$ cat src/msdapPkg.sv
package msdapPkg;

	//////////////////////////////
	// Word and accumulator widths
	//////////////////////////////

	localparam int wordWidth = 16;
	localparam int accWidth = 40;

	// Table sizes
	localparam int rjCount = 16;
	localparam int coefCount = 512;

	// Circular sample region, larger than the 255 maximum delay
	localparam int sampleDepth = 512;

	//////////////////////////////
	// Store layout
	//////////////////////////////

	localparam int addrWidth = 11;

	// Region starts inside the shared store
	localparam int rjBase = 0;
	localparam int coefBase = 16;
	localparam int sampleBase = 528;

	typedef logic [addrWidth-1:0] storeAddr;

	typedef logic [wordWidth-1:0] dataWord;

	// Filter accumulator and output word
	typedef logic signed [accWidth-1:0] accumWord;

	// Store request, a write from the loader or a read from the engine
	typedef struct packed {
		logic valid;
		storeAddr addr;
		dataWord data;
	} memRequest;

endpackage
$ cat src/wordLoader.sv
`timescale 1ns/100ps

module wordLoader #(
	parameter int sleepLimit = 800
) (
	input  logic                sClk,
	input  logic                reset,
	input  logic                start,
	input  msdapPkg::dataWord   wordIn,
	input  logic                wordStrobe,
	output logic                inReady,
	output msdapPkg::memRequest writeReq,
	output logic                samplePending,
	input  logic                sampleTaken,
	output logic                sampleStored,
	output logic                sleepMode
);

	typedef enum logic [1:0] {idle, loadRj, loadCoef, sample} loadPhase;

	// One counter serves rj, coefficient and sample positions
	localparam int countBits = $clog2(msdapPkg::sampleDepth);
	localparam int runBits = $clog2(sleepLimit + 1);

	loadPhase             phase;
	logic [countBits-1:0] wordCount;
	logic [runBits-1:0]   zeroRun;
	logic                 sampleWrite;
	logic                 computeWrite;
	logic                 accept;
	logic                 isZero;
	logic                 reachLimit;
	msdapPkg::storeAddr   base;

	assign accept = wordStrobe && inReady;
	assign isZero = (wordIn == '0);
	assign reachLimit = isZero && (zeroRun + 1'b1 == runBits'(sleepLimit));

	// Busy during the write cycle and while a sample waits for the engine
	assign inReady = (phase != idle) && !writeReq.valid && !samplePending;
	assign sampleStored = writeReq.valid && sampleWrite;

	always_comb
	begin
		case (phase)
			loadRj:   base = msdapPkg::storeAddr'(msdapPkg::rjBase);
			loadCoef: base = msdapPkg::storeAddr'(msdapPkg::coefBase);
			default:  base = msdapPkg::storeAddr'(msdapPkg::sampleBase);
		endcase
	end

	always_ff @(posedge sClk or negedge reset)
	begin
		if (!reset)
		begin
			phase <= idle;
			wordCount <= '0;
			zeroRun <= '0;
			sleepMode <= 1'b0;
			samplePending <= 1'b0;
			sampleWrite <= 1'b0;
			computeWrite <= 1'b0;
			writeReq <= '0;
		end
		else if (start)
		begin
			phase <= loadRj;
			wordCount <= '0;
			zeroRun <= '0;
			sleepMode <= 1'b0;
			samplePending <= 1'b0;
			sampleWrite <= 1'b0;
			computeWrite <= 1'b0;
			writeReq <= '0;
		end
		else
		begin
			writeReq.valid <= accept;
			sampleWrite <= accept && (phase == sample);
			if (sampleTaken)
				samplePending <= 1'b0;
			// Pending rises once the sample is in the store
			if (sampleStored && computeWrite)
				samplePending <= 1'b1;
			if (accept)
			begin
				writeReq.addr <= base + msdapPkg::storeAddr'(wordCount);
				writeReq.data <= wordIn;
				case (phase)
					loadRj:
					begin
						if (wordCount == countBits'(msdapPkg::rjCount - 1))
						begin
							phase <= loadCoef;
							wordCount <= '0;
						end
						else
							wordCount <= wordCount + 1'b1;
					end
					loadCoef:
					begin
						if (wordCount == countBits'(msdapPkg::coefCount - 1))
						begin
							phase <= sample;
							wordCount <= '0;
						end
						else
							wordCount <= wordCount + 1'b1;
					end
					sample:
					begin
						// Write pointer wraps over the sample region
						wordCount <= wordCount + 1'b1;
						computeWrite <= !(isZero && (sleepMode || reachLimit));
						if (!isZero)
						begin
							zeroRun <= '0;
							sleepMode <= 1'b0;
						end
						else
						begin
							if (zeroRun != runBits'(sleepLimit))
								zeroRun <= zeroRun + 1'b1;
							if (reachLimit)
								sleepMode <= 1'b1;
						end
					end
					default: ;
				endcase
			end
		end
	end

endmodule

$ cat config.mk
export PLATFORM = sky130hd
export DESIGN_NAME = wordLoader
export DESIGN_NICKNAME = d
export VERILOG_FILES = /design/src/msdapPkg.sv /design/src/wordLoader.sv
export SDC_FILE = /design/constraint.sdc
export NUM_CORES = 1
export LEC_CHECK = 0
export BUFFER_PORTS_ARGS = -buffer_cell sky130_fd_sc_hd__buf_2
export CORE_UTILIZATION = 30
export DETAILED_ROUTE_END_ITERATION = 8
export PLACE_DENSITY = 0.55
export SLEW_MARGIN = 15
export SYNTH_ARGS = -nofsm -noshare
export SYNTH_HDL_FRONTEND = slang
export SYNTH_SLANG_ARGS = --single-unit
$ cat constraint.sdc
create_clock -name sClk -period 4.1 [get_ports sClk]
set_clock_uncertainty 0.1 [all_clocks]
set_input_delay 0.205 -clock sClk [delete_from_list [all_inputs] [get_ports sClk]]
set_output_delay 0.205 -clock sClk [all_outputs]
set_load 0.02 [all_outputs]
==> out/metrics.csv <==
metric;value;unit
clkPwrFrac;34.6;%
synth_area_per_cell;8.95;um^2
start_util;31.0;%
cts_made_buffers;5;
drtIter0Drc;77;
synth-seq-area-share;46.6;%
die_h;99.4;um
min_period_over_period;64.2;%
worstHoldStart;wordIn[8];
num-nets-final;395;
pwr-share-seq;53.1;%
rows;35;
grt_max_degree;54;
drcViolationCount;0;
cap_violations;0;
synth_flop_cell;dfrtp_1;
layout_min_cycle_time;2.63;ns
drt-total-wl;6390;um
detail-route-antenna-nets;0;
synthCells;318;
syn_area;0.00285;mm^2
dr.pass1.iters;6;
num_io_pins;53;
synth_cell_types;45;
combPwrFrac;12.3;%
switching_share;25.3;%
tightest_slew;0.909;ns
hold_path.class;input port to flip-flop;
ys_seq_elements;53;
insertion_delay;0.30;ns
final.setup.tns;0;ns
dieArea;0.00988;mm^2
crit_fanout;17;
synth_nets;350;
min_to;writeReq[8];
wl_per_cell;13.5;um
rr_endpoint;zeroRun[9];
power_leakage;0.00154;uW
power.switching;265;uW
overflow;0;
h-tree-depth;2;
grt_setup_unrepaired;no;
core_area;0.00920;mm^2
hold_depth;3;
cp-end-kind;flip-flop;
ys_warn_count;0;
critPathArrivalTime;2.76;ns
p_int;782;uW
setup_viol;0;
cts_tree;done;
slew_headroom;39.3;%
synth_edf_count;0;
vias;2459;
slew_violations;0;
crit_required;4.23;ns
vias_per_cell;5.18;
grt_pass1_wl;10700;um
r2r_start;phase[0];
track_usage;13.3;%
hold_slack;0.0369;ns
syn2layout_area_growth;16.1;%
antenna_found_initial;0;
clock_path_buffers;2;
antenna_cells;0;
peakVddDrop;0.183;mV
fmax;380;MHz
grt_pass1_vias;2275;
port_buffers;52;
cp-start-kind;flip-flop;
clockRootBuffer;clkbuf_8;
rrSetupSlack;1.47;ns
postCtsSetupRepairBufs;0;
async_flop_share;100;%
reg2regPathDepth;7;
gp_routability_congestion;0.782;
worstSetupPathType;flip-flop to flip-flop;
drive_gt1_share;19.2;%
clock_sinks;53;
die_width;99.4;um
clkTransAtPathRegs;0.09;ns
powerDensity;317;mW/mm^2
hold_violations;0;
dp_hpwl;4440;um
final_util;35.9;%
status;finished, final reports clean;
-- synthesized netlist by cell type (2+ instances only) --
master    number  area share, %
or2_2          2           0.44
xnor2_1        2           0.62
o31ai_1        3           0.79
inv_1         11            1.5
nand2b_1       6            1.3
and2_1         3           0.66
nand4_1        5            1.1
xor2_1         3           0.92
nor4_1         4           0.88
nand2_1       65            8.6
dfrtp_1       53             47
clkbuf_1      12            1.6
buf_6          2           0.79
ha_1          11            4.8
a41oi_1        2           0.62
a211oi_1       3           0.79
nor3_1         4           0.70
nor2_1        16            2.1
a21oi_1       33            5.8
and4_1         3           0.92
nor4b_4        2            1.7
buf_2          2           0.35
or3_1          2           0.44
and3_1         6            1.3
a31oi_1        9            2.0
or4_1          3           0.79
a21oi_2        2           0.62
o21ai_0       24            4.2
nand3b_1       2           0.53
nand3_1        8            1.4
-- power by group through the flow --
| stage | sequential, uW | clock (uW) | combinational (uW) |
|---|---|---|---|
| CTS | 557 | 379 | 131 |
| detailed placement | 567 | 0 | 130 |
| global route | 559 | 394 | 146 |
| floorplan | 584 | 0 | 57.7 |
| global placement | 566 | 0 | 129 |
| finish | 556 | 363 | 128 |
-- flip-flops by register name (all words and copies together), names as in the netlist --
name           flops
samplePending      1
sleepMode          1
wordCount          9
phase              2
computeWrite       1
zeroRun           10
sampleWrite        1
writeReq          28
-- per-stage QoR --
stage,worst slack (ns),cell area (um^2),total power [uW],std cells
floorplan,1.85,2850,642,318
global placement,1.59,3180,695,466
detailed placement,1.47,3180,697,466
CTS,1.45,3310,1070,475
global route,1.19,3310,1100,475
finish,1.47,3310,1050,475
-- worst max-delay path, stage by stage, from the launching register on --
cell     delay, ns
dfrtp_1       0.41
inv_1         0.08
ha_1          0.26
nor4b_4       0.33
a21oi_2       0.16
nor4b_4       0.79
o21ai_0       0.24
a31oi_1       0.21
-- worst max path at each step --
stage	from	end	slack [ns]
floorplan	wordCount[0]	wordCount[2]	1.85
global placement	phase[0]	wordCount[7]	1.59
detailed placement	wordIn[4]	zeroRun[9]	1.47
CTS	phase[0]	zeroRun[9]	1.45
global route	phase[0]	zeroRun[9]	1.19
finish	phase[0]	zeroRun[9]	1.47
-- logic make-up after synthesis --
family	Yosys count	share of synthesized area, %
multiplexers	1	0.352
flip-flops	53	46.6
XOR/XNOR	5	1.54
AO/OA/AOI/OAI	87	18.9
AND/OR/NAND/NOR	133	23.5
adder cells (fa/ha/maj)	11	4.84
buffers and inverters	28	4.31
-- cell usage in the layout (no fill, tap or decap), types with 2 or more instances in the layout --
| master | netlist | routed |
|---|---|---|
| a211oi_1 | 3 | 3 |
| a21oi_1 | 33 | 33 |
| a21oi_2 | 2 | 2 |
| a31oi_1 | 9 | 9 |
| a41oi_1 | 2 | 2 |
| and2_1 | 3 | 3 |
| and3_1 | 6 | 6 |
| and4_1 | 3 | 3 |
| buf_2 | 2 | 52 |
| buf_4 | 0 | 2 |
| clkbuf_8 | 0 | 6 |
| dfrtp_1 | 53 | 53 |
| ha_1 | 11 | 11 |
| inv_1 | 11 | 11 |
| nand2_1 | 65 | 65 |
| nand2b_1 | 6 | 6 |
| nand3_1 | 8 | 8 |
| nand3b_1 | 2 | 2 |
| nand4_1 | 5 | 5 |
| nor2_1 | 16 | 16 |
| nor3_1 | 4 | 4 |
| nor4_1 | 4 | 4 |
| nor4b_4 | 2 | 2 |
| o21ai_0 | 24 | 24 |
| o31ai_1 | 3 | 3 |
| or2_2 | 2 | 2 |
| or3_1 | 2 | 2 |
| or4_1 | 3 | 3 |
| xnor2_1 | 2 | 2 |
| xor2_1 | 3 | 3 |
-- what timing repair did --
item / CTS / global route
hold endpoints to repair: 53 / 0
gates resized for setup: 0 / 0
hold buffers: 1 / 0
-- routing by layer --
layer  global-route usage, %  wire, um
met5                       0         0
met3                    2.53       201
met2                    21.7      2930
met4                    3.96        55
met1                    17.9      3200
-- area by class of cell --
type / instances / area [um^2]
multi-input cells: 237 / 1400
flip-flops and latches: 53 / 1330
well taps: 111 / 139
clock buffers: 7 / 86.3
inverters: 11 / 41.3
fillers: 975 / 5890
repair buffers: 55 / 285
clock inverters: 1 / 30.0
(Power assumes the default switching activity.)
