File: src/msdapPkg.sv
package msdapPkg;

	//////////////////////////////
	// Word and accumulator widths
	//////////////////////////////

	localparam int wordWidth = 16;
	localparam int accWidth = 40;

	// Table sizes
	localparam int rjCount = 16;
	localparam int coefCount = 512;

	// Circular sample region, larger than the 255 maximum delay
	localparam int sampleDepth = 512;

	//////////////////////////////
	// Store layout
	//////////////////////////////

	localparam int addrWidth = 11;

	// Region starts inside the shared store
	localparam int rjBase = 0;
	localparam int coefBase = 16;
	localparam int sampleBase = 528;

	typedef logic [addrWidth-1:0] storeAddr;

	typedef logic [wordWidth-1:0] dataWord;

	// Filter accumulator and output word
	typedef logic signed [accWidth-1:0] accumWord;

	// Store request, a write from the loader or a read from the engine
	typedef struct packed {
		logic valid;
		storeAddr addr;
		dataWord data;
	} memRequest;

endpackage
File: src/filterEngine.sv
`timescale 1ns/100ps

module filterEngine (
	input  logic                sClk,
	input  logic                reset,
	input  logic                start,
	input  logic                samplePending,
	input  logic                sampleStored,
	output logic                sampleTaken,
	output msdapPkg::memRequest readReq,
	input  logic                readGrant,
	input  msdapPkg::dataWord   readData,
	output logic                resultValid,
	output msdapPkg::accumWord  result,
	input  logic                resultTaken
);

	typedef enum logic [3:0] {
		idle, reqRj, waitRj, reqCoef, waitCoef, reqX, waitX, groupEnd, done
	} engineState;

	localparam int rjBits = $clog2(msdapPkg::rjCount);
	localparam int coefBits = $clog2(msdapPkg::coefCount);
	localparam int groupBits = $clog2(msdapPkg::coefCount + 1);
	localparam int sampleBits = $clog2(msdapPkg::sampleDepth);

	engineState            state;
	logic [rjBits-1:0]     rjIdx;
	logic [coefBits-1:0]   coefPtr;
	logic [groupBits-1:0]  groupLeft;
	logic [sampleBits-1:0] storedCount;
	logic [sampleBits-1:0] curCount;
	logic                  pastDelay;
	logic                  curFull;
	logic [7:0]            delay;
	logic                  subtract;
	logic [sampleBits-1:0] sampleOff;
	logic                  inRange;
	logic                  lastTerm;
	msdapPkg::accumWord    acc;
	msdapPkg::accumWord    term;

	assign sampleTaken = (state == idle) && samplePending;
	assign resultValid = (state == done);
	assign result = acc;

	// Sample n lives at n modulo the region size
	assign sampleOff = curCount - 1'b1 - sampleBits'(delay);
	// Index below zero reads as zero and is skipped
	assign inRange = curFull || (sampleBits'(readData[7:0]) < curCount);
	assign lastTerm = (groupLeft == groupBits'(1));
	assign term = {{8{readData[15]}}, readData, 16'h0000};

	always_comb
	begin
		readReq = '0;
		case (state)
			reqRj:
			begin
				readReq.valid = 1'b1;
				readReq.addr = msdapPkg::storeAddr'(msdapPkg::rjBase)
					+ msdapPkg::storeAddr'(rjIdx);
			end
			reqCoef:
			begin
				readReq.valid = 1'b1;
				readReq.addr = msdapPkg::storeAddr'(msdapPkg::coefBase)
					+ msdapPkg::storeAddr'(coefPtr);
			end
			reqX:
			begin
				readReq.valid = 1'b1;
				readReq.addr = msdapPkg::storeAddr'(msdapPkg::sampleBase)
					+ msdapPkg::storeAddr'(sampleOff);
			end
			default: ;
		endcase
	end

	//////////////////////////////
	// Sequencer
	//////////////////////////////

	always_ff @(posedge sClk or negedge reset)
	begin
		if (!reset)
		begin
			state <= idle;
			rjIdx <= '0;
			coefPtr <= '0;
			groupLeft <= '0;
			storedCount <= '0;
			curCount <= '0;
			pastDelay <= 1'b0;
			curFull <= 1'b0;
		end
		else if (start)
		begin
			// Sample index starts over
			state <= idle;
			rjIdx <= '0;
			coefPtr <= '0;
			groupLeft <= '0;
			storedCount <= '0;
			curCount <= '0;
			pastDelay <= 1'b0;
			curFull <= 1'b0;
		end
		else
		begin
			if (sampleStored)
			begin
				storedCount <= storedCount + 1'b1;
				// From here on every delay lands on a real sample
				if (storedCount == sampleBits'(255))
					pastDelay <= 1'b1;
			end
			case (state)
				idle:
				begin
					if (samplePending)
					begin
						state <= reqRj;
						rjIdx <= '0;
						coefPtr <= '0;
						curCount <= storedCount;
						curFull <= pastDelay;
					end
				end
				reqRj:    if (readGrant) state <= waitRj;
				waitRj:
				begin
					groupLeft <= readData[groupBits-1:0];
					state <= (readData[groupBits-1:0] == '0) ? groupEnd : reqCoef;
				end
				reqCoef:
				begin
					if (readGrant)
					begin
						state <= waitCoef;
						coefPtr <= coefPtr + 1'b1;
					end
				end
				waitCoef:
				begin
					if (inRange)
						state <= reqX;
					else
					begin
						groupLeft <= groupLeft - 1'b1;
						state <= lastTerm ? groupEnd : reqCoef;
					end
				end
				reqX:     if (readGrant) state <= waitX;
				waitX:
				begin
					groupLeft <= groupLeft - 1'b1;
					state <= lastTerm ? groupEnd : reqCoef;
				end
				groupEnd:
				begin
					rjIdx <= rjIdx + 1'b1;
					state <= (rjIdx == rjBits'(msdapPkg::rjCount - 1)) ? done : reqRj;
				end
				done:     if (resultTaken) state <= idle;
				default:  state <= idle;
			endcase
		end
	end

	//////////////////////////////
	// Datapath
	//////////////////////////////

	always_ff @(posedge sClk)
	begin
		case (state)
			idle:     if (samplePending) acc <= '0;
			waitCoef:
			begin
				delay <= readData[7:0];
				subtract <= readData[8];
			end
			waitX:    acc <= subtract ? acc - term : acc + term;
			// Group sum is already in, halve with sign
			groupEnd: acc <= acc >>> 1;
			default: ;
		endcase
	end

endmodule

File: config.mk
export PLATFORM = sky130hd
export DESIGN_NAME = filterEngine
export DESIGN_NICKNAME = d
export VERILOG_FILES = /design/src/msdapPkg.sv /design/src/filterEngine.sv
export SDC_FILE = /design/constraint.sdc
export NUM_CORES = 1
export LEC_CHECK = 0
export BUFFER_PORTS_ARGS = -buffer_cell sky130_fd_sc_hd__buf_2
export CAP_MARGIN = 20
export CORE_MARGIN = 4
export CORE_UTILIZATION = 39
export CTS_BUF_LIST = sky130_fd_sc_hd__clkbuf_4
export DETAILED_ROUTE_END_ITERATION = 10
export GPL_ROUTABILITY_DRIVEN = 0
export HOLD_SLACK_MARGIN = 0.12
export MAX_ROUTING_LAYER = met4
export SLEW_MARGIN = 10
export SYNTH_ARGS = -nofsm -noshare
export SYNTH_HDL_FRONTEND = slang
export SYNTH_SLANG_ARGS = --single-unit
File: constraint.sdc
create_clock -name sClk -period 3.3 [get_ports sClk]
set_clock_uncertainty 0.2 [all_clocks]
set_input_delay 0.495 -clock sClk [delete_from_list [all_inputs] [get_ports sClk]]
set_output_delay 0.495 -clock sClk [all_outputs]
set_load 0.03 [all_outputs]
==> results.env <==
AREAGROWTHSYNTHTOFINISH_PCT=30.0
CLKLATENCYLATEPIN_NS=0.50
DIE-WIDTH_UM=140
SYNTH.MUX.AREA_FRACTION_PCT=0.938
FIN_NETS=1024
CTS_ROOT_BUFFER='sky130_fd_sc_hd__clkbuf_4'
SYNTH_TOP_FAMILY_BY_AREA='simple AND/OR/NAND/NOR gates'
SYNTHADDERAREAFRAC_PCT=9.23
DIE_AREA_UM2=19600
MAX-VDD-IR-DROP_mV=0.241
WORST_PIN_SLEW_NS=0.990
ROUTE.DETAILED.VIAS_PER_INST=5.24
DP_HPWL_UM=13700
GRT_MAX_DEGREE=39
YOSYS.AREA_SHARE.SIMPLE_PCT=19.1
SYNTH_FF_TYPE='sky130_fd_sc_hd__edfxtp_1'
CRITICAL_PATH.STARTPOINT_TYPE='register'
RSZ0062_AT_GRT='yes'
FINAL_LAYOUT_SIZE_SUFFIX_GT1_SHARE_PCT=30.4
POSTROUTEWIRELENGTH_UM=19000
MULTI_INPUT_AREA_UM2=4200
UTILIZATION_PCT=51.5
STATIC_POWER_DUE_TO_LEAKAGE_nW=3.84
CLOCK.FMAX_GHz=0.270
WORST_SETUP_PATH_END_KIND='output pin'
CHIPHEIGHT_UM=140
IO_PINS=93
START_UTIL_PCT=39.6
WORST-SETUP-PATH-TYPE='register to output pin'
SEQ_AREA_FRAC_SYNTH_PCT=38.9
FF_LATCH_AREA_UM2=2650
DP_SLACK_NS=-0.928
DR_TOTAL_VIAS=6215
YOSYSUNIQUECELLTYPES=63
WORST_SLEW_MARGIN_REL_PCT=33.6
PROPORTION_OF_POWER_DRAWN_BY_FLIP_FLOPS_AND_LATCHES_PCT=40.4
CTS_TREE='built'
H-TREE-DEPTH=3
POWER-PER-CELL-AREA_nW_PER_UM2=414
SETUP_TOTAL_NEGATIVE_SLACK_NS=-3.12
FINAL.MIN_CLOCK_PERIOD_NS=3.70
SYNTH_AREA_UM2=6810
LARGEST_BUFFER_COUNT_ON_ANY_CLOCK_PATH=2
RUN_STATUS='finished with violations'
DETAILEDROUTE.FIRSTPASSITERATIONCOUNT=5
NFILLCELLS=1640
YOSYSWARNINGCOUNT=0
LAYOUT.CELLS.MOST_COMMON='sky130_fd_sc_hd__buf_4'
DRC_ERRORS=0
FINAL_HOLD_VIOL_COUNT=0
SYNTH_XOR_XNOR_AREA_SHARE_PCT=7.33
POWER.SHARE.SWITCHING_PCT=40.5
MOSTFREQUENTLAYOUTCELLS='117 x sky130_fd_sc_hd__buf_4, 83 x sky130_fd_sc_hd__nand2_1, 67 x sky130_fd_sc_hd__buf_2'
VIOLATIONS='setup timing'
CTS_MADE_BUFFERS=9
PERIOD_SHARE_PCT=112
GRT_PASS1_VIAS=5945
GRT_ANTENNA_BEFORE_REPAIR=2
PWR-SHARE-CLK_PCT=18.1
SYN-MEAN-INSTANCE-AREA_UM2=8.82
WORSTHOLDPATHTYPE='input pin to register'
GR-USAGE-ALL-LAYERS_PCT=19.7
GRT_PASS1_WL_UM=30400
SYNTH-EDFF-COUNT=49
POSTLAYOUTSETUPSLACKWORST_NS=-0.401
SYNTH_COMPOUND_GATE_AREA_SHARE_PCT=18.5
TOTAL_SWITCHING_POWER_W=0.00149
CP.ARRIVAL_NS=3.01
ANTENNA_LEFT=0
FINAL_CELLS=1185
GLOBALROUTE.TOTALOVERFLOW=0
PATH_MAX_FANOUT=2
PLACEABLECOREAREA_UM2=17200
YS_SEQ_ELEMENTS=96
P_INT_W=0.00218
PORT_BUFFERS=76
FINAL_MAX_SLEW_VIOL_COUNT=0
DRT_FIRST_ITER_VIOLATIONS=392
POWER.SHARE.COMBINATIONAL_PCT=41.5
FP-ROW-COUNT=48
PLACED_CELLS_INCL_TAPS=1137
MAX_CAP_VIOLATIONS=0
ASYNCSETRESETFLOPFRACSYNTH_PCT=49.0
SETUP_VIOL=15
ROUTED_WIRE_LENGTH_PER_INSTANCE_UM=16.0
CELLS_AFTER_SYNTHESIS=772
PATH_CLK_SLEW_NS=0.17
WORSTPATHREQUIRED_NS=2.60
NUMCLOCKSINKS=96
## layer usage
layer	track usage (%)	vias up	part of all wire (%)
li1	-	3080	-
met1	27.5	2956	48
met2	29.8	154	46
met3	2.49	25	4.3
met4	6.73	0	1.8
met5	-	-	0
## Yosys cell counts (all sizes together) (7+ instances only)
master	count	area, µm²
nand4	9	56.3
clkbuf	28	106
a211oi	7	52.6
or2	7	43.8
nand2	85	319
nand2b	17	106
nor2	61	229
dfrtp	47	1180
nand3	20	100
a31oi	10	77.6
buf	22	150
inv	38	143
o21ai	61	305
xnor2	35	307
and2	15	93.8
a21o	17	129
or3	7	48.8
ha	47	588
edfxtp	49	1470
a21oi	62	310
a22oi	7	52.6
nor3	28	156
xor2	22	193
## worst max-delay path, stage by stage (launching register included)
cell	delay [ns]
sky130_fd_sc_hd__dfrtp_1	0.43
sky130_fd_sc_hd__ha_2	0.19
sky130_fd_sc_hd__fa_2	0.34
sky130_fd_sc_hd__a21oi_2	0.15
sky130_fd_sc_hd__nor2b_2	0.07
sky130_fd_sc_hd__nor2_2	0.14
sky130_fd_sc_hd__xnor2_2	0.15
sky130_fd_sc_hd__ha_4	0.18
sky130_fd_sc_hd__inv_2	0.03
sky130_fd_sc_hd__or3b_4	0.40
sky130_fd_sc_hd__xnor2_2	0.16
sky130_fd_sc_hd__o22ai_2	0.14
sky130_fd_sc_hd__buf_6	0.16
## logic make-up (layout without fill, tap and decap cells)
group                    Yosys count  after routing
AND/OR/NAND/NOR                  269            269
AO/OA/AOI/OAI                    206            206
flip-flops                        96             96
buffers and inverters             89            259
XOR/XNOR                          57             57
adder cells (fa/ha/maj)           49             49
multiplexers                       5              5
other                              1             19
## through the flow
stage / instance area, µm² / total power [W] / hold WS, ns
final: 8850 / 0.00367 / 0.172
after global routing: 8850 / 0.00389 / 0.117
after CTS: 8640 / 0.00363 / 0.122
after detailed placement: 8080 / 0.00286 / 0.290
after global placement: 8080 / 0.00286 / 0.279
after floorplan: 6940 / 0.00237 / -0.000591
## area by class of cell
class	count	area share (%)
Multi-Input combinational cell	602	47.5
Timing Repair Buffer	204	16.1
Inverter	39	1.65
Tap cell	225	3.18
Clock buffer	9	0.764
Clock inverter	7	0.792
Antenna cell	3	0.0848
Sequential cell	96	29.9
## timing repair
action,in CTS,in global routing
gates resized for setup,56,40
hold buffers,10,0
setup endpoints to repair,16,21
setup buffers,16,8
endpoints found under the hold margin,32,0
pin swaps,40,37
## state kept, by name, summed over array words and instances, names as in the netlist, 4 cells and up
| name | flops |
|---|---|
| curCount | 9 |
| result | 40 |
| rjIdx | 4 |
| coefPtr | 9 |
| state | 4 |
| groupLeft | 10 |
| delay | 8 |
| storedCount | 9 |
## worst paths after layout
kind | cells past startpoint | start | slack, ns | end
max | 12 | curCount[0] | -0.40 | readReq[24]
min | 2 | readData[6] | 0.17 | delay[6]
max reg2reg | 11 | subtract | -0.10 | result[38]
min reg2reg | 2 | pastDelay | 0.32 | pastDelay
max in group asynchronous | 3 | reset | 1.84 | curCount[1]
min in group asynchronous | 2 | reset | 0.27 | groupLeft[1]
## power by group through the flow
stage | logic, W | clock network [W] | registers, W
6_report | 0.00152 | 0.000664 | 0.00148
5_1_grt | 0.00165 | 0.000741 | 0.00150
4_1_cts | 0.00146 | 0.000697 | 0.00148
3_5_place_dp | 0.00136 | 0 | 0.00151
3_3_place_gp | 0.00135 | 0 | 0.00151
2_1_floorplan | 0.000751 | 0 | 0.00162
(Power assumes the default switching activity.)
