`src/msdapPkg.sv`:
```
package msdapPkg;

	//////////////////////////////
	// Word and accumulator widths
	//////////////////////////////

	localparam int wordWidth = 16;
	localparam int accWidth = 40;

	// Table sizes
	localparam int rjCount = 16;
	localparam int coefCount = 512;

	// Circular sample region, larger than the 255 maximum delay
	localparam int sampleDepth = 512;

	//////////////////////////////
	// Store layout
	//////////////////////////////

	localparam int addrWidth = 11;

	// Region starts inside the shared store
	localparam int rjBase = 0;
	localparam int coefBase = 16;
	localparam int sampleBase = 528;

	typedef logic [addrWidth-1:0] storeAddr;

	typedef logic [wordWidth-1:0] dataWord;

	// Filter accumulator and output word
	typedef logic signed [accWidth-1:0] accumWord;

	// Store request, a write from the loader or a read from the engine
	typedef struct packed {
		logic valid;
		storeAddr addr;
		dataWord data;
	} memRequest;

endpackage
```
`src/serialOutput.sv`:
```
`timescale 1ns/100ps

module serialOutput (
	input  logic               sClk,
	input  logic               reset,
	input  logic               resultValid,
	input  msdapPkg::accumWord result,
	output logic               resultTaken,
	output logic               serialOut,
	output logic               outReady
);

	localparam int countBits = $clog2(msdapPkg::accWidth);

	logic                 busy;
	logic [countBits-1:0] bitCount;
	msdapPkg::accumWord   shiftReg;

	// Capture only from idle, so bursts are always separated
	assign resultTaken = resultValid && !busy;
	assign outReady = busy;
	assign serialOut = shiftReg[0];

	always_ff @(posedge sClk or negedge reset)
	begin
		if (!reset)
		begin
			busy <= 1'b0;
			bitCount <= '0;
		end
		else if (resultTaken)
		begin
			busy <= 1'b1;
			bitCount <= '0;
		end
		else if (busy)
		begin
			if (bitCount == countBits'(msdapPkg::accWidth - 1))
				busy <= 1'b0;
			bitCount <= bitCount + 1'b1;
		end
	end

	// LSB first
	always_ff @(posedge sClk)
	begin
		if (resultTaken)
			shiftReg <= result;
		else if (busy)
			shiftReg <= shiftReg >> 1;
	end

endmodule

```
`config.mk`:
```
export PLATFORM = sky130hd
export DESIGN_NAME = serialOutput
export DESIGN_NICKNAME = d
export VERILOG_FILES = /design/src/msdapPkg.sv /design/src/serialOutput.sv
export SDC_FILE = /design/constraint.sdc
export NUM_CORES = 1
export LEC_CHECK = 0
export ABC_AREA = 1
export BUFFER_PORTS_ARGS = -buffer_cell sky130_fd_sc_hd__buf_4
export CORE_MARGIN = 1
export CORE_UTILIZATION = 50
export DETAILED_ROUTE_END_ITERATION = 8
export GPL_TIMING_DRIVEN = 1
export PLACE_DENSITY = 0.71
export REMOVE_ABC_BUFFERS = 1
export SETUP_SLACK_MARGIN = 0.5
export SYNTH_ARGS = -nofsm -noshare
export SYNTH_HDL_FRONTEND = slang
export SYNTH_SLANG_ARGS = --single-unit
```
`constraint.sdc`:
```
create_clock -name sClk -period 4.2 [get_ports sClk]
set_input_delay 0.42 -clock sClk [delete_from_list [all_inputs] [get_ports sClk]]
set_output_delay 0.42 -clock sClk [all_outputs]
set_load 0.1 [all_outputs]
```
==> results.json, run 1 <==
{
  "status": "complete, no violations",
  "required_ns": 3.78,
  "synthMuxAreaShare_pct": 0,
  "coreArea_sq_um": 4000,
  "avgSynthCellArea_sq_um": 9.76,
  "drive_above_1_share_pct": 21.2,
  "die_area_sq_um": 4440,
  "r2r_slack_ns": 2.54,
  "hold_violations": 0,
  "yosysSeqAreaShare_pct": 65.9,
  "drt-total-wl_microns": 3610,
  "grtUsageTotal_pct": 17.8,
  "path_buf_inv": 1,
  "r2r_cells": 4,
  "antennaDiodeCount": 0,
  "routed-via-count": 1458,
  "syn_area_sq_um": 2090,
  "start_util_pct": 52.2,
  "die_y_microns": 66.6,
  "vdd_ir_drop_max_uv": 277,
  "ant_nets": 0,
  "grt_max_degree": 43,
  "maxCapViolCount": 0,
  "die_w_microns": 66.6,
  "gr-total-overflow": 0,
  "holdCritStartpoint": "result[38]",
  "fmax_mhz": 462,
  "port_buffers": 45,
  "slowest_stage": "nor2_4",
  "synth_top_family_by_area": "simple AND/OR/NAND/NOR gates",
  "routedWlPerCell_microns": 11.7,
  "yosys_warnings": 0,
  "period_share_pct": 51.6,
  "cts_buffers": 5,
  "io_pins": 46,
  "startpoint_type": "flip-flop",
  "yosys.area_share.simple_pct": 26.8,
  "via_per_inst": 4.72,
  "synth_xor_area_share_pct": 0,
  "hold_depth": 3,
  "clock_latency_ns": 0.29,
  "cts_tree": "yes",
  "power_density_nw_per_um2": 595,
  "dp.final_hpwl_microns": 2330,
  "hold_end": "shiftReg[38]",
  "path_clk_slew_ns": 0.07,
  "cp.arrival_ns": 1.75,
  "critPathMaxFanout": 28,
  "skew_ns": 0.00325,
  "synth_compound_area_share_pct": 1.14,
  "drt_first_pass_iters": 4,
  "initialDrtViolationCount": 125,
  "crit_chain": "nor2_4 > buf_4",
  "synth_fa_ha_area_share_pct": 0.599,
  "worstSetupPathType": "reg -> out",
  "clk_path_buf_depth": 2,
  "min_period_ns": 2.17,
  "cts-root-buf": "clkbuf_8",
  "worst_r2r_startpoint": "outReady",
  "gp_congestion": 0.844,
  "slew_viol_final": 0,
  "tightest_slew_ns": 0.765,
  "setup_tns_ns": 0,
  "end_kind": "output port",
  "slew_headroom_pct": 48.8,
  "crit_family": "simple AND/OR/NAND/NOR gates",
  "ys_ff_latch": 47,
  "grt_pass1_vias": 1401,
  "rows": 23,
  "rsz0062_at_grt": "false",
  "fin_nets": 304,
  "postCtsHoldBufs": 1,
  "r2r-end": "shiftReg[10]",
  "setup_viol": 0,
  "cts-resized-gates": 0,
  "critPathMaxStageDelay_ns": 0.56,
  "final_util_pct": 62.5,
  "grt_pass1_wl_microns": 5800,
  "final_cell_mix": "130 x nand2_1, 47 x buf_4, 40 x edfxtp_1",
  "post_cts_buffers": 0,
  "antenna_found_initial": 0,
  "hp-class": "in -> reg",
  "leakage_nw": 1.24,
  "synth_cells": 214,
  "synth.distinct_cells": 16,
  "finalPower_mw": 1.49,
  "final_common_cell": "nand2_1",
  "htreeDepth": 2,
  "clkSinkCount": 47,
  "syn_to_final_growth_pct": 19.7,
  "drc": 0
}
how the worst max path moves through the flow:
| stage | startpoint | to | slack, ns | cells after the start |
|---|---|---|---|---|
| global route | outReady | resultTaken | 1.93 | 2 |
| CTS | outReady | resultTaken | 2.01 | 2 |
| global placement | resultValid | resultTaken | 2.31 | 4 |
| floorplan | outReady | shiftReg[0] | 1.71 | 2 |
| finish | outReady | resultTaken | 2.03 | 2 |
| detailed placement | resultValid | resultTaken | 2.30 | 4 |
synthesized netlist by cell type:
| cell | number | area, sq um |
|---|---|---|
| buf_4 | 4 | 30.0 |
| nand3_1 | 3 | 15.0 |
| ha_1 | 1 | 12.5 |
| a21oi_1 | 1 | 5.00 |
| a22o_1 | 1 | 8.76 |
| nand2_2 | 1 | 6.26 |
| nand4_1 | 1 | 6.26 |
| o21ai_0 | 2 | 10.0 |
| edfxtp_1 | 40 | 1200 |
| inv_2 | 1 | 3.75 |
| nand2_1 | 130 | 488 |
| inv_1 | 7 | 26.3 |
| nor2_1 | 9 | 33.8 |
| nor2_4 | 1 | 11.3 |
| dfrtp_1 | 7 | 175 |
| buf_6 | 5 | 56.3 |
cell type report:
cell class	count	area [sq um]
inverter	8	30.0
fill	353	1500
timing repair buffer	48	363
tap	50	62.6
clock buffer	6	72.6
sequential	47	1380
multi-input combinational	150	597
kinds of logic after synthesis:
logic type / Yosys count
buffers and inverters: 17
AOI/OAI and AO/OA: 4
DFF: 47
and+or+nand+nor: 145
adders and majority gates: 1
report_power, final:
part,switching [mW],internal [mW],total [mW]
logic,0.251,0.154,0.405
clock network,0.132,0.111,0.243
registers,0.0739,0.765,0.839
sequential cells by signal (all words and copies together), names as in the netlist:
signal and flops:
shiftReg 40, bitCount 6, outReady 1
worst reg2reg max path, delay by kind of cell (launching register included):
kind / cells / cell delay (ns)
AND/OR/NAND/NOR: 3 / 0.72
flip-flops: 1 / 0.49
buffers and inverters: 1 / 0.33
through the flow:
stage	worst slack, ns	instance area [sq um]	instances	hold WS (ns)
2_1_floorplan	1.71	2000	205	0.124
3_3_place_gp	2.31	2420	302	0.236
3_5_place_dp	2.30	2420	302	0.237
4_1_cts	2.01	2500	309	0.378
5_1_grt	1.93	2500	309	0.381
6_report	2.03	2500	309	0.389
metal layers:
layer  global-route usage, %  up-vias  wire length [microns]
li1                        -      767                      -
met1                    23.8      653                   1780
met2                    28.2       36                   1620
met3                    5.31        2                    184
met4                    4.79        0                     24
met5                       0        -                      0
(Power assumes the default switching activity.)
==> run 2: changes to the inputs <==
clock period = 2.2 ns   (was 4.2 ns; I/O delays follow)
==> results.json, run 2 (synthesis results as in run 1) <==
{
  "gp_congestion": 0.809,
  "cts_tree": "yes",
  "leakage_nw": 1.27,
  "crit_family": "flip-flops",
  "grt_pass1_wl_microns": 5850,
  "final_cell_mix": "130 x nand2_1, 44 x buf_4, 40 x edfxtp_1",
  "maxCapViolCount": 0,
  "die_y_microns": 66.6,
  "hold_violations": 0,
  "slew_headroom_pct": 72.0,
  "port_buffers": 45,
  "via_per_inst": 4.61,
  "worstSetupPathType": "reg -> out",
  "antennaDiodeCount": 0,
  "slew_viol_final": 0,
  "max_flop_register": "shiftReg",
  "r2r_cells": 3,
  "drive_above_1_share_pct": 21.5,
  "period_share_pct": 73.9,
  "critPathMaxStageDelay_ns": 0.51,
  "fmax_mhz": 615,
  "r2r-end": "shiftReg[31]",
  "post_cts_buffers": 0,
  "fin_nets": 304,
  "start_util_pct": 52.2,
  "drt_first_pass_iters": 4,
  "drc": 0,
  "worst_r2r_startpoint": "outReady",
  "grt_max_degree": 43,
  "htreeDepth": 2,
  "syn_to_final_growth_pct": 21.7,
  "largest_register_ff_count": 40,
  "antenna_found_initial": 0,
  "hold_end": "shiftReg[7]",
  "grt_pass1_vias": 1375,
  "skew_ns": 0.00612,
  "hold_depth": 3,
  "setup_tns_ns": 0,
  "clk_path_buf_depth": 2,
  "power_density_nw_per_um2": 1130,
  "final_common_cell": "nand2_1",
  "tightest_slew_ns": 0.420,
  "rows": 23,
  "hold_ws_ns": 0.180,
  "startpoint": "outReady",
  "cp.arrival_ns": 1.41,
  "die_area_sq_um": 4440,
  "io_pins": 46,
  "end_kind": "output port",
  "cts_buffers": 5,
  "crit_chain": "nor2_4 > buf_6",
  "gr-total-overflow": 0,
  "ant_nets": 0,
  "setup_viol": 0,
  "vdd_ir_drop_max_uv": 703,
  "holdCritStartpoint": "result[7]",
  "hp-class": "in -> reg",
  "drt-total-wl_microns": 3450,
  "dp.final_hpwl_microns": 2170,
  "clock_latency_ns": 0.30,
  "grtUsageTotal_pct": 18.7,
  "required_ns": 1.98,
  "status": "complete, no violations",
  "path_clk_slew_ns": 0.08,
  "path_buf_inv": 1,
  "clkSinkCount": 47,
  "rsz0062_at_grt": "false",
  "coreArea_sq_um": 4000,
  "routed-via-count": 1434,
  "critPathMaxFanout": 11,
  "min_period_ns": 1.63,
  "num-fill-cells": 337,
  "slowest_stage": "dfrtp_1",
  "finalPower_mw": 2.88,
  "r2r_slack_ns": 0.83,
  "initialDrtViolationCount": 77,
  "routedWlPerCell_microns": 11.1,
  "cts-root-buf": "clkbuf_8",
  "die_w_microns": 66.6,
  "startpoint_type": "flip-flop"
}
[run 2: tightest hold or removal path, delay by kind of cell]
family | cells | cell delay (ns)
AND/OR/NAND/NOR | 2 | 0.08
buffers and inverters | 1 | 0.08
[run 2: metrics by stage]
stage / utilization, % / instance area, sq um / worst slack, ns / std cells
global route: 63.6 / 2540 / 0.506 / 311
detailed placement: 61.1 / 2440 / 0.631 / 302
global placement: 61.1 / 2440 / 0.634 / 302
CTS: 63.5 / 2540 / 0.553 / 311
floorplan: - / 2000 / -0.292 / 205
finish: 63.6 / 2540 / 0.573 / 311
[run 2: layer usage]
| layer | share of wire, % | GRT usage, % | up-vias |
|---|---|---|---|
| met5 | 0 | 0 | - |
| met4 | 0.99 | 9.57 | 0 |
| li1 | - | - | 768 |
| met2 | 42 | 28.2 | 39 |
| met3 | 5.7 | 4.62 | 4 |
| met1 | 51 | 25.1 | 623 |
[run 2: worst max path at each step]
stage | to | slack [ns] | cells past startpoint
after global placement | shiftReg[32] | 0.63 | 4
after CTS | resultTaken | 0.55 | 2
final | resultTaken | 0.57 | 2
after detailed placement | shiftReg[9] | 0.63 | 4
after floorplan | shiftReg[0] | -0.29 | 2
after global routing | resultTaken | 0.51 | 2
[run 2: area by class of cell]
| cell class | count | area (sq um) | area share [%] |
|---|---|---|---|
| clock buffers | 7 | 76.3 | 3.00 |
| clock inverters | 1 | 5.00 | 0.197 |
| inverters | 8 | 30.0 | 1.18 |
| multi-input cells | 150 | 602 | 23.7 |
| flip-flops and latches | 47 | 1380 | 54.1 |
| well taps | 50 | 62.6 | 2.46 |
| repair buffers | 48 | 392 | 15.4 |
[run 2: power breakdown]
part	switching [mW]	total, mW	internal, mW
Clock	0.270	0.493	0.223
Sequential	0.140	1.60	1.46
Combinational	0.478	0.784	0.306
Total	0.887	2.88	1.99
[run 2: timing repair]
| action | CTS | global route |
|---|---|---|
| resized for setup | 1 | 1 |
| pin swaps | 0 | 0 |
| endpoints found under the hold margin | 7 | 0 |
| endpoints found under the setup margin | 1 | 26 |
| hold buffers | 1 | 0 |
==> run 3: changes to the inputs <==
CORE_UTILIZATION = 48   (was 50)
PLACE_DENSITY = 0.72   (was 0.71)
clock period = 1.44 ns   (was 2.2 ns; I/O delays follow)
==> results.json, run 3 (synthesis results as in run 1) <==
{
  "status": "complete, no violations",
  "slew_viol_final": 0,
  "critPathMaxStageDelay_ns": 0.46,
  "slew_headroom_pct": 82.2,
  "start_util_pct": 51.1,
  "coreArea_sq_um": 4090,
  "die_y_microns": 68.0,
  "vdd_ir_drop_max_uv": 1180,
  "fin_nets": 319,
  "rows": 23,
  "drt-total-wl_microns": 4850,
  "drt_first_pass_iters": 4,
  "initialDrtViolationCount": 80,
  "dp.final_hpwl_microns": 2610,
  "crit_chain": "nor2_4 > buf_12",
  "top_layer_used": "met4",
  "max_flop_register": "shiftReg",
  "cp.arrival_ns": 1.12,
  "antenna_found_initial": 0,
  "gr-total-overflow": 0,
  "clk_path_buf_depth": 2,
  "syn_to_final_growth_pct": 39.4,
  "worstSetupPathType": "reg -> out",
  "drc": 0,
  "layout_setup_ws_ns": 0.172,
  "cts_buffers": 5,
  "clkSinkCount": 47,
  "largest_register_ff_count": 40,
  "tightest_slew_ns": 0.267,
  "drt-met1-wl_microns": 2070,
  "required_ns": 1.30,
  "grt_pass1_wl_microns": 5840,
  "htreeDepth": 2,
  "hold_violations": 0,
  "final_cell_mix": "123 x nand2_1, 47 x buf_4, 40 x edfxtp_1",
  "startpoint_type": "flip-flop",
  "route.met2.wl_microns": 2430,
  "cts-root-buf": "clkbuf_8",
  "maxCapViolCount": 0,
  "clock_latency_ns": 0.31,
  "grtUsageTotal_pct": 18.2,
  "wl_met3_microns": 252,
  "post-place-ws_ns": 0.177,
  "skew_ns": 0.00600,
  "path_clk_slew_ns": 0.09,
  "power_density_nw_per_um2": 1780,
  "final_util_pct": 71.3,
  "die_area_sq_um": 4620,
  "hp-class": "in -> reg",
  "io_pins": 46,
  "antennaDiodeCount": 0,
  "end_kind": "output port",
  "fmax_mhz": 789,
  "cts_tree": "yes",
  "setup_viol": 0,
  "ant_nets": 0,
  "die_w_microns": 68.0,
  "gp_congestion": 0.825,
  "port_buffers": 45,
  "min_period_ns": 1.27,
  "routed-via-count": 1650,
  "period_share_pct": 88.1,
  "via_per_inst": 5.06,
  "rsz0062_at_grt": "true",
  "grt_max_degree": 23,
  "drive_above_1_share_pct": 31.2,
  "routedWlPerCell_microns": 14.9,
  "grt_pass1_vias": 1306,
  "final_common_cell": "nand2_1",
  "slowest_stage": "dfrtp_2",
  "critPathMaxFanout": 4,
  "leakage_nw": 1.43
}
-- run 3: cell type report --
type                    count  area [sq um]
flip-flops and latches     47          1380
fillers                   307          1170
multi-input cells         150           658
repair buffers             63           648
clock buffers               5          68.8
clock inverters             3          67.6
well taps                  50          62.6
inverters                   8          30.0
-- run 3: metrics by stage --
stage                     instance area [sq um]  std cells  total power [mW]  TNS (ns)  hold WS (ns)
final                                      2910        326              5.20         0        0.0931
after global routing                       2910        326              5.46         0        0.0939
after floorplan                            2000        205              3.30    -75.69        -0.152
after detailed placement                   2470        307              3.72         0       -0.0387
after global placement                     2470        307              3.65         0       -0.0396
after CTS                                  2690        317              4.97         0        0.0828
-- run 3: worst max-delay path: cells and delay by family, from the launching register on --
family / cells / cell delay, ns
buf+inv: 1 / 0.19
flops: 1 / 0.46
simple gates: 1 / 0.16
-- run 3: what timing repair did --
| item | 4_1_cts | 5_1_grt |
|---|---|---|
| setup buffers | 1 | 3 |
| gates cloned | 0 | 6 |
| setup endpoints to repair | 89 | 89 |
| gates resized for setup | 17 | 18 |
| pin swaps | 1 | 8 |
| hold buffers | 1 | 0 |
| hold endpoints to repair | 7 | 0 |
-- run 3: power breakdown --
part / total, mW / switching (mW) / internal [mW]
clock network: 1.17 / 0.475 / 0.692
logic: 1.56 / 0.895 / 0.664
registers: 2.47 / 0.237 / 2.23
total: 5.20 / 1.61 / 3.59
-- run 3: worst paths after layout --
check | startpoint | endpoint | slack (ns) | cells after the start
max | outReady | resultTaken | 0.17 | 2
min in group asynchronous | reset | bitCount[5] | 0.18 | 2
max in group asynchronous | reset | outReady | 1.13 | 2
min reg2reg | shiftReg[29] | shiftReg[28] | 0.53 | 2
max reg2reg | outReady | shiftReg[10] | 0.20 | 5
min | result[20] | shiftReg[20] | 0.09 | 3
-- run 3: metal layers --
layer  GRT usage [%]  vias up
met5               0        -
met4            7.81        0
met3            5.83        8
met2            29.0       57
met1            22.7      779
li1                -      806
